File: src/source/motion_pkg.sv
package motion_pkg;

    ////////////////////
    // output view selector
    ////////////////////

    // code 3 is not listed and falls back to the live view
    typedef enum logic [1:0]
    {
        VIEW_LIVE     = 2'd0,
        VIEW_PREVIOUS = 2'd1,
        VIEW_MOTION   = 2'd2
    } view_mode_t;

    ////////////////////
    // sizes and threshold
    ////////////////////

    // gray samples packed into one stream word
    localparam int default_samples_per_word = 4;

    // one gray sample, fixed for luma only video
    localparam int sample_bits = 8;

    // words per frame, one store address each
    localparam int default_frame_words = 16;

    // motion when |live - previous| exceeds this
    localparam int default_motion_threshold = 10;

endpackage

File: src/source/stream_ctrl.sv
`timescale 1ns/100ps

module stream_ctrl
    import motion_pkg::*;
#(
    parameter int samples_per_word = default_samples_per_word
)
(
    input  logic                                  pixel_clk,
    input  logic                                  reset,
    input  logic [samples_per_word*sample_bits-1:0] pixel_in_data,
    input  logic                                  pixel_in_user,
    input  logic                                  pixel_in_last,
    input  logic                                  pixel_in_valid,
    input  logic                                  pixel_out_valid,
    input  logic                                  pixel_out_ready,
    output logic                                  pixel_in_ready,
    output logic                                  accept,
    output logic                                  advance,
    output logic [samples_per_word*sample_bits-1:0] live_word,
    output logic                                  stage_user,
    output logic                                  stage_last,
    output logic                                  stage_valid
);

    ////////////////////
    // global stall
    ////////////////////

    // output full and downstream not taking it
    logic stall;

    assign stall = pixel_out_valid & ~pixel_out_ready;
    // whole pipeline moves together
    assign advance = ~stall;
    assign pixel_in_ready = advance;
    // handshake on the input side
    assign accept = advance & pixel_in_valid;

    ////////////////////
    // stage B registers
    ////////////////////

    // valid bit, cleared by reset
    always_ff @(posedge pixel_clk)
    begin
        if (reset)
            stage_valid <= 1'b0;
        else if (advance)
            stage_valid <= accept;
    end

    // live word and sideband, lined up with the store read
    always_ff @(posedge pixel_clk)
    begin
        if (advance)
        begin
            live_word  <= pixel_in_data;
            stage_user <= pixel_in_user;
            stage_last <= pixel_in_last;
        end
    end

endmodule

File: src/source/frame_store.sv
`timescale 1ns/100ps

module frame_store
    import motion_pkg::*;
#(
    parameter int samples_per_word = default_samples_per_word,
    parameter int frame_words      = default_frame_words
)
(
    input  logic                                  pixel_clk,
    input  logic                                  reset,
    input  logic                                  accept,
    input  logic                                  pixel_in_user,
    input  logic [samples_per_word*sample_bits-1:0] pixel_in_data,
    output logic [samples_per_word*sample_bits-1:0] previous_word
);

    // at least one address bit even for a tiny store
    localparam int addr_bits = (frame_words > 1) ? $clog2(frame_words) : 1;
    localparam int word_bits = samples_per_word * sample_bits;

    // previous frame, one stream word per entry
    logic [word_bits-1:0] mem [frame_words];

    // position within the current frame
    logic [addr_bits-1:0] addr_count;
    // address used by this word
    logic [addr_bits-1:0] word_addr;

    ////////////////////
    // address generation
    ////////////////////

    // start of frame forces address 0
    assign word_addr = pixel_in_user ? '0 : addr_count;

    always_ff @(posedge pixel_clk)
    begin
        if (reset)
            addr_count <= '0;
        else if (accept)
        begin
            // wrap at the end of the store
            if (word_addr == addr_bits'(frame_words - 1))
                addr_count <= '0;
            else
                addr_count <= word_addr + 1'b1;
        end
    end

    ////////////////////
    // read first memory
    ////////////////////

    // old content out, live word in, same address
    always_ff @(posedge pixel_clk)
    begin
        if (accept)
        begin
            previous_word   <= mem[word_addr];
            mem[word_addr]  <= pixel_in_data;
        end
    end

endmodule

File: src/source/frame_diff.sv
`timescale 1ns/100ps

module frame_diff
    import motion_pkg::*;
#(
    parameter int samples_per_word = default_samples_per_word,
    parameter int motion_threshold = default_motion_threshold
)
(
    input  logic [samples_per_word*sample_bits-1:0] live_word,
    input  logic [samples_per_word*sample_bits-1:0] previous_word,
    output logic [samples_per_word*sample_bits-1:0] motion_word
);

    // threshold at sample width
    localparam logic [sample_bits-1:0] threshold = sample_bits'(motion_threshold);

    ////////////////////
    // per sample compare
    ////////////////////

    genvar i;
    generate
        for (i = 0; i < samples_per_word; i = i + 1)
        begin : g_sample
            logic [sample_bits-1:0] live_s;
            logic [sample_bits-1:0] prev_s;
            logic [sample_bits-1:0] abs_diff;

            // lane i of both words
            assign live_s = live_word[i*sample_bits +: sample_bits];
            assign prev_s = previous_word[i*sample_bits +: sample_bits];

            // larger minus smaller, no sign bit needed
            assign abs_diff = (live_s > prev_s) ? (live_s - prev_s) : (prev_s - live_s);

            // strictly above threshold marks motion
            assign motion_word[i*sample_bits +: sample_bits] =
                (abs_diff > threshold) ? {sample_bits{1'b1}} : {sample_bits{1'b0}};
        end
    endgenerate

endmodule

File: src/source/view_select.sv
`timescale 1ns/100ps

module view_select
    import motion_pkg::*;
#(
    parameter int samples_per_word = default_samples_per_word
)
(
    input  logic                                  pixel_clk,
    input  logic                                  reset,
    input  logic                                  advance,
    input  view_mode_t                            view_mode,
    input  logic [samples_per_word*sample_bits-1:0] live_word,
    input  logic [samples_per_word*sample_bits-1:0] previous_word,
    input  logic [samples_per_word*sample_bits-1:0] motion_word,
    input  logic                                  stage_user,
    input  logic                                  stage_last,
    input  logic                                  stage_valid,
    output logic [samples_per_word*sample_bits-1:0] pixel_out_data,
    output logic                                  pixel_out_user,
    output logic                                  pixel_out_last,
    output logic                                  pixel_out_valid
);

    ////////////////////
    // output register
    ////////////////////

    // valid follows stage B whenever the pipe moves
    always_ff @(posedge pixel_clk)
    begin
        if (reset)
            pixel_out_valid <= 1'b0;
        else if (advance)
            pixel_out_valid <= stage_valid;
    end

    // word picked by view, sideband passed along
    always_ff @(posedge pixel_clk)
    begin
        if (advance)
        begin
            case (view_mode)
                VIEW_PREVIOUS: pixel_out_data <= previous_word;
                VIEW_MOTION:   pixel_out_data <= motion_word;
                // live view, also for the unused code
                default:       pixel_out_data <= live_word;
            endcase
            pixel_out_user <= stage_user;
            pixel_out_last <= stage_last;
        end
    end

endmodule

File: src/source/motion_detect_top.sv
`timescale 1ns/100ps

module motion_detect_top
    import motion_pkg::*;
#(
    parameter int samples_per_word = default_samples_per_word,
    parameter int frame_words      = default_frame_words,
    parameter int motion_threshold = default_motion_threshold
)
(
    input  logic                                  pixel_clk,
    input  logic                                  reset,
    input  view_mode_t                            view_mode,
    // input stream
    input  logic [samples_per_word*sample_bits-1:0] pixel_in_data,
    input  logic                                  pixel_in_user,
    input  logic                                  pixel_in_last,
    input  logic                                  pixel_in_valid,
    output logic                                  pixel_in_ready,
    // output stream
    output logic [samples_per_word*sample_bits-1:0] pixel_out_data,
    output logic                                  pixel_out_user,
    output logic                                  pixel_out_last,
    output logic                                  pixel_out_valid,
    input  logic                                  pixel_out_ready
);

    localparam int word_bits = samples_per_word * sample_bits;

    // handshake and stall
    logic                 accept;
    logic                 advance;
    // stage B
    logic [word_bits-1:0] live_word;
    logic                 stage_user;
    logic                 stage_last;
    logic                 stage_valid;
    // store read and mask
    logic [word_bits-1:0] previous_word;
    logic [word_bits-1:0] motion_word;

    ////////////////////
    // pipeline blocks
    ////////////////////

    stream_ctrl #(
        .samples_per_word (samples_per_word)
    ) u_stream_ctrl (
        .pixel_clk       (pixel_clk),
        .reset           (reset),
        .pixel_in_data   (pixel_in_data),
        .pixel_in_user   (pixel_in_user),
        .pixel_in_last   (pixel_in_last),
        .pixel_in_valid  (pixel_in_valid),
        .pixel_out_valid (pixel_out_valid),
        .pixel_out_ready (pixel_out_ready),
        .pixel_in_ready  (pixel_in_ready),
        .accept          (accept),
        .advance         (advance),
        .live_word       (live_word),
        .stage_user      (stage_user),
        .stage_last      (stage_last),
        .stage_valid     (stage_valid)
    );

    frame_store #(
        .samples_per_word (samples_per_word),
        .frame_words      (frame_words)
    ) u_frame_store (
        .pixel_clk     (pixel_clk),
        .reset         (reset),
        .accept        (accept),
        .pixel_in_user (pixel_in_user),
        .pixel_in_data (pixel_in_data),
        .previous_word (previous_word)
    );

    frame_diff #(
        .samples_per_word (samples_per_word),
        .motion_threshold (motion_threshold)
    ) u_frame_diff (
        .live_word     (live_word),
        .previous_word (previous_word),
        .motion_word   (motion_word)
    );

    view_select #(
        .samples_per_word (samples_per_word)
    ) u_view_select (
        .pixel_clk       (pixel_clk),
        .reset           (reset),
        .advance         (advance),
        .view_mode       (view_mode),
        .live_word       (live_word),
        .previous_word   (previous_word),
        .motion_word     (motion_word),
        .stage_user      (stage_user),
        .stage_last      (stage_last),
        .stage_valid     (stage_valid),
        .pixel_out_data  (pixel_out_data),
        .pixel_out_user  (pixel_out_user),
        .pixel_out_last  (pixel_out_last),
        .pixel_out_valid (pixel_out_valid)
    );

endmodule

File: config.mk
export PLATFORM = sky130hd
export DESIGN_NAME = motion_detect_top
export DESIGN_NICKNAME = d
export VERILOG_FILES = /design/src/source/motion_pkg.sv /design/src/source/stream_ctrl.sv /design/src/source/frame_store.sv /design/src/source/frame_diff.sv /design/src/source/view_select.sv /design/src/source/motion_detect_top.sv
export SDC_FILE = /design/constraint.sdc
export NUM_CORES = 1
export LEC_CHECK = 0
export BUFFER_PORTS_ARGS = -buffer_cell sky130_fd_sc_hd__buf_2
export CORE_MARGIN = 2
export CORE_UTILIZATION = 60
export CTS_BUF_LIST = sky130_fd_sc_hd__clkbuf_8
export DETAILED_ROUTE_END_ITERATION = 7
export GPL_TIMING_DRIVEN = 0
export HOLD_SLACK_MARGIN = 0.08
export PLACE_DENSITY = 0.82
export SYNTH_ARGS = -nofsm -noshare
export SYNTH_HDL_FRONTEND = slang
export SYNTH_SLANG_ARGS = --single-unit
File: constraint.sdc
create_clock -name pixel_clk -period 7.8 [get_ports pixel_clk]
set_input_delay 1.56 -clock pixel_clk [delete_from_list [all_inputs] [get_ports pixel_clk]]
set_output_delay 1.56 -clock pixel_clk [all_outputs]
set_load 0.005 [all_outputs]
==> results of run 1 <==
==> area by class of cell <==
type                            instances  area, µm²  share of cell area, %
Antenna cell                            1       2.50                0.00814
Timing Repair Buffer                   92        738                   2.40
Multi-Input combinational cell       1047       7900                   25.7
Sequential cell                       618      18500                   60.2
Tap cell                              592        741                   2.41
Clock inverter                         85        627                   2.04
Inverter                              107        405                   1.32
Buffer                                119        494                   1.61
Clock buffer                           98       1350                   4.39
==> state kept, by name, indices dropped and copies added (netlist names) <==
signal and count:
u_frame_store.mem 512, u_frame_store.previous_word 32, u_stream_ctrl.live_word 32, u_view_select.pixel_out_data 32
u_frame_store.addr_count 4, u_stream_ctrl.stage_last 1, u_stream_ctrl.stage_user 1, u_stream_ctrl.stage_valid 1
u_view_select.pixel_out_last 1, u_view_select.pixel_out_user 1, u_view_select.pixel_out_valid 1
==> worst max-delay path, cell delays in order <==
cell,delay [ns]
buf_2,0.15
clkbuf_1,0.33
nand2b_1,0.16
buf_2,0.15
buf_2,0.31
buf_4,0.31
buf_2,0.34
ha_1,0.25
nand2_1,0.28
nor2_4,0.70
buf_12,0.27
==> per-layer routing <==
layer | global-route usage (%) | wire length [µm]
met1 | 41.2 | 27200
met4 | 16.3 | 3730
met2 | 49.9 | 34300
met3 | 6.55 | 8220
met5 | 0 | 0
==> power by group <==
group / switching, W / internal, W / leakage (nW)
Clock: 0.00130 / 0.00149 / 1.08
Combinational: 0.000472 / 0.000249 / 3.65
Sequential: 0.0000435 / 0.00374 / 5.71
Total: 0.00181 / 0.00548 / 10.4
==> stage by stage <==
step,utilization (%),cell area [µm²],total power (W),hold slack (ns)
floorplan,-,27200,0.00428,0.400
global placement,63.7,28300,0.00453,0.403
detailed placement,64.8,28800,0.00456,0.418
CTS,69.2,30700,0.00728,0.432
global route,69.2,30800,0.00750,0.445
finish,69.2,30800,0.00729,0.429
==> worst paths after layout <==
path                                    start                              end  slack [ns]  cells past startpoint
hold / removal       u_stream_ctrl.stage_last     u_view_select.pixel_out_last        0.43                      0
setup / recovery                pixel_in_user         u_frame_store.mem[4][14]        3.31                     11
setup reg to reg  u_frame_store.addr_count[2]  u_frame_store.previous_word[23]        4.09                      6
hold reg to reg      u_stream_ctrl.stage_last     u_view_select.pixel_out_last        0.43                      0
==> kinds of logic (layout without fill, tap and decap cells) <==
group	count (synthesis)	after routing	share of synthesized area, %
compound gates	474	474	12.2
fa+ha+maj	75	75	3.67
buf+inv	226	501	3.30
flops	618	618	68.1
other cells	0	1	0
simple gates	346	346	7.20
mux	134	134	4.94
xor+xnor	18	18	0.580
==> layout by cell type (no fill, tap or decap), types with 10 or more instances in the layout <==
master    count
a211oi_1    266
a21oi_1      78
a22oi_1      11
buf_1        10
buf_12       14
buf_2        98
clkbuf_1     82
clkbuf_8     98
clkinv_1     32
clkinv_2     16
edfxtp_1    612
ha_1         66
inv_1       124
mux2i_1     134
nand2_1      52
nand2b_1     14
nand4_1      10
nor2_1       39
nor2_4       16
nor2b_1     141
o211ai_1     10
o21ai_0      36
o31ai_1      10
or4_1        33
==> impl_metrics.toml, run 1 <==
[place]
dp_cells = 2575
io_buffers = 75
dp_hpwl_mm = 47.9
pre_cts_ws_ns = 2.85
place.gp.congestion = 0.869

[timing]
fin_crit_sh_pct = 57.6
fin_ws_ns = 3.31
worst_pin_slew_ns = 1.35
setup_viol = 0
slew_headroom_pct = 10.0
timing.fmax_ghz = 0.223
fin_crit_ns = 4.49
fin_skew_ns = 0.0460
finalHoldViolations = 0
slew_viol_final = 0
finalSetupTns_ns = 0
rsz0062_at_grt = "no"

[finish]
area_growth_pct = 13.2
fillCellCount = 2851
final_cells = 2759
drive_above_1_share_pct = 12.7
layout.nets = 2197

[critical_path]
cp.arrival_ns = 4.86
cp_max_fo = 19
cp-end-kind = "flop"
required_ns = 8.17
crit_type = "input port to flop"
crit_path_start_kind = "input port"

[status]
status = "completed"

[synth]
synth_cell_type_count = 64
synthArstFlopShare_pct = 0
yosysMostFrequentCell = "edfxtp_1"
ys_ff_latch = 618
synth_area_leader_cell = "edfxtp_1"
ys.flop_type = "edfxtp_1"
netlist_area_um2 = 27200
synthCells = 1891
postSynthAreaPerCell_um2 = 14.4
synth_edf_count = 612
yosys.area.top_type_share_pct = 67.6
yosys-top-cells-count = "612 x edfxtp_1, 266 x a211oi_1, 141 x nor2b_1, 134 x mux2i_1, 105 x inv_1"
yosysSeqAreaShare_pct = 68.1
yosys_warnings = 0
synthTopCellsByArea = "edfxtp_1 68%, a211oi_1 7.3%, mux2i_1 4.9%"
syn_nets = 2005

[drt]
dr.pass1.iters = 8
avgRoutedWirePerCell_um = 26.6
drc = 0
avgViaCountPerCell = 6.54
route.antenna.remaining_nets = 0
routed_wirelength_mm = 73.5
vias = 18000
drt_iter0_markers = 2484

[floorplanning]
die_height_um = 217
num_io_pins = 76
start_util_pct = 61.2
die_w_um = 217
die-area_um2 = 47000
row_count = 77
core_area_um2 = 44400

[power_and_ir_drop]
power.density_nw_per_um2 = 237
ir_worst_vdd_mv = 0.148
leakagePower_nw = 10.4

[cts]
clock-sinks = 618
clockBufferDepth = 3
cts-root-buf = "clkbuf_8"
cts_setup_buffers = 0
clk_latency_ns = 0.70
cts_inserted_buffers = 98
clk_pin_slew_ns = 0.06
cts_resized = 0
cts_tree = "yes"
cts.htree.levels = 3
cts_hold_buf = 0

[global_route]
grt_antenna_before_repair = 1
grt_pass1_vias = 18000
grt_pass1_wl_mm = 108
grt.overflow.total = 0
grt_max_degree = 45
gr-usage-all-layers_pct = 31.4

[min_path]
worstHoldPathType = "flop to flop"

[job]
maxCapViolCount = 0
No activity file was read; power rests on OpenSTA's default activity.
==> run 2: changes to the inputs <==
--- a/config.mk
+++ b/config.mk
@@ -7,12 +7,12 @@
 export LEC_CHECK = 0
 export BUFFER_PORTS_ARGS = -buffer_cell sky130_fd_sc_hd__buf_2
 export CORE_MARGIN = 2
-export CORE_UTILIZATION = 60
+export CORE_UTILIZATION = 58
 export CTS_BUF_LIST = sky130_fd_sc_hd__clkbuf_8
 export DETAILED_ROUTE_END_ITERATION = 7
 export GPL_TIMING_DRIVEN = 0
 export HOLD_SLACK_MARGIN = 0.08
-export PLACE_DENSITY = 0.82
+export PLACE_DENSITY = 0.83
 export SYNTH_ARGS = -nofsm -noshare
 export SYNTH_HDL_FRONTEND = slang
 export SYNTH_SLANG_ARGS = --single-unit
==> constraint.sdc (replaced) <==
create_clock -name pixel_clk -period 3.9 [get_ports pixel_clk]
set_input_delay 0.78 -clock pixel_clk [delete_from_list [all_inputs] [get_ports pixel_clk]]
set_output_delay 0.78 -clock pixel_clk [all_outputs]
set_load 0.005 [all_outputs]
==> run 2 against run 1 <==
Net effect: cell count rose by 0.25%; sequential share of layout area rose by 0.39 points; routed wire length fell by 0.89%; non-clock buffer count up 1; core utilization is 3.3 points lower; clock power increased by 77%; largest cell class unchanged; via count fell by 0.21%; hold slack got worse by 0.13 ns; first-iteration DRC count grew 2.5%; combinational power rose by 100%; register-to-register slack worse by 3.9 ns.
==> impl_metrics.toml, run 2 (synthesized netlist as in run 1, its figures left out) <==
[status]
status = "completed"

[critical_path]
crit_path_start_kind = "input port"
cp.arrival_ns = 4.12
crit_type = "input port to flop"
r2r_start = "u_frame_store.addr_count[2]"
required_ns = 4.25
worst_r2r_path_depth = 6
cp_max_fo = 18
worstReg2RegEnd = "u_frame_store.previous_word[23]"
cp-end-kind = "flop"
r2r_setup_slack_ns = 0.17

[drt]
drt_iter0_markers = 2547
vias = 18000
drc = 0
route.antenna.remaining_nets = 0
avgRoutedWirePerCell_um = 26.3
avgViaCountPerCell = 6.51
routed_wirelength_mm = 72.8
dr.pass1.iters = 6

[finish]
mostFrequentLayoutCell = "edfxtp_1"
area_growth_pct = 12.5
n_antenna_cell = 0
drive_above_1_share_pct = 12.1
regMostFlops = "u_frame_store.mem"
largest_reg_flops = 512
layout.nets = 2196
mostFrequentLayoutCells = "612 x edfxtp_1, 266 x a211oi_1, 141 x nor2b_1"
design_area_um2 = 30600
fillCellCount = 3072
fin_util_pct = 65.9

[global_route]
grt_max_degree = 41
gr-usage-all-layers_pct = 30.4
busiest_layer = "met2"
use_met1_pct = 39.9
grt.overflow.total = 0
grt_pass1_vias = 17800
grt_pass1_wl_mm = 108
grt_antenna_before_repair = 3
grt.met3_usage_pct = 7.63
use_met2_pct = 48.0

[job]
maxCapViolCount = 0

[floorplanning]
row_count = 79
die_height_um = 220
core_area_um2 = 46400
start_util_pct = 58.6
die-area_um2 = 48600
num_io_pins = 76
die_w_um = 220

[cts]
clock-sinks = 618
cts_hold_buf = 0
clockBufferDepth = 3
clk_pin_slew_ns = 0.06
cts_inserted_buffers = 96
cts_setup_buffers = 0
cts_tree = "yes"
cts.htree.levels = 3
clk_latency_ns = 0.68
cts_resized = 0
cts-root-buf = "clkbuf_8"

[timing]
worst_hold_slack_ns = 0.299
rsz0062_at_grt = "no"
finalHoldViolations = 0
slew_headroom_pct = 9.22
fin_crit_ns = 3.76
fin_ws_ns = 0.136
fin_skew_ns = 0.0285
setup_viol = 0
slew_viol_final = 0
timing.fmax_ghz = 0.266
worst_pin_slew_ns = 1.36
fin_crit_sh_pct = 96.5

[min_path]
hold_path_end = "u_stream_ctrl.stage_last"
hold_start = "pixel_in_last"
worstHoldPathType = "input port to flop"
min_path_cells = 1

[place]
pre_cts_ws_ns = -0.350
dp_hpwl_mm = 47.5
placed_area_um2 = 28800
io_buffers = 75
place.gp.congestion = 0.877

[power_and_ir_drop]
leakagePower_nw = 10.4
ir_worst_vdd_mv = 0.221
power.density_nw_per_um2 = 456
p_total_w = 0.0139
## run 2: stage by stage
step                      cells  setup TNS, ns
after CTS                  2766              0
after detailed placement   2591         -67.84
after global placement     2573        -931.70
final                      2766              0
after floorplan            1891              0
after global routing       2766              0
## run 2: how the worst max path moves through the flow
stage | from | to | slack (ns) | depth (start not counted)
3_5_place_dp | pixel_in_user | u_frame_store.mem[1][13] | -0.35 | 11
3_3_place_gp | pixel_out_ready | u_frame_store.mem[1][16] | -1.97 | 7
4_1_cts | u_view_select.pixel_out_valid | u_frame_store.mem[1][10] | 0.20 | 7
5_1_grt | pixel_in_user | u_frame_store.mem[1][4] | 0.18 | 11
6_report | pixel_in_user | u_frame_store.mem[1][4] | 0.14 | 11
2_1_floorplan | pixel_out_ready | u_frame_store.mem[10][0] | 0.08 | 6
## run 2: layer usage
layer,part of all wire [%],up-vias,wire length [µm]
met5,0.081,-,59
met4,4.6,6,3330
met3,12,259,8910
met2,46,1328,33800
met1,37,8678,26800
li1,-,7729,-
## run 2: where the power goes
group | internal, W | switching, W
clock | 0.00245 | 0.00248
combinational | 0.000499 | 0.000945
sequential | 0.00748 | 0.0000818
## run 2: area by class of cell
type                       count  area [µm²]  share of cell area [%]
clock inverter                78         383                    1.25
clock buffer                  97        1340                    4.37
timing repair buffer          93         781                    2.56
tap                          607         759                    2.49
multi-input combinational   1047        7900                    25.8
sequential                   618       18500                    60.5
buffer                       119         494                    1.62
inverter                     107         408                    1.33
## run 2: worst max-delay path: stages
cell and delay (ns):
buf_2 0.17, clkbuf_1 0.36, nand2b_1 0.18, buf_2 0.15, buf_2 0.33, buf_4 0.31
buf_2 0.34, ha_1 0.23, nand2_1 0.26, nor2_4 0.72, buf_16 0.25
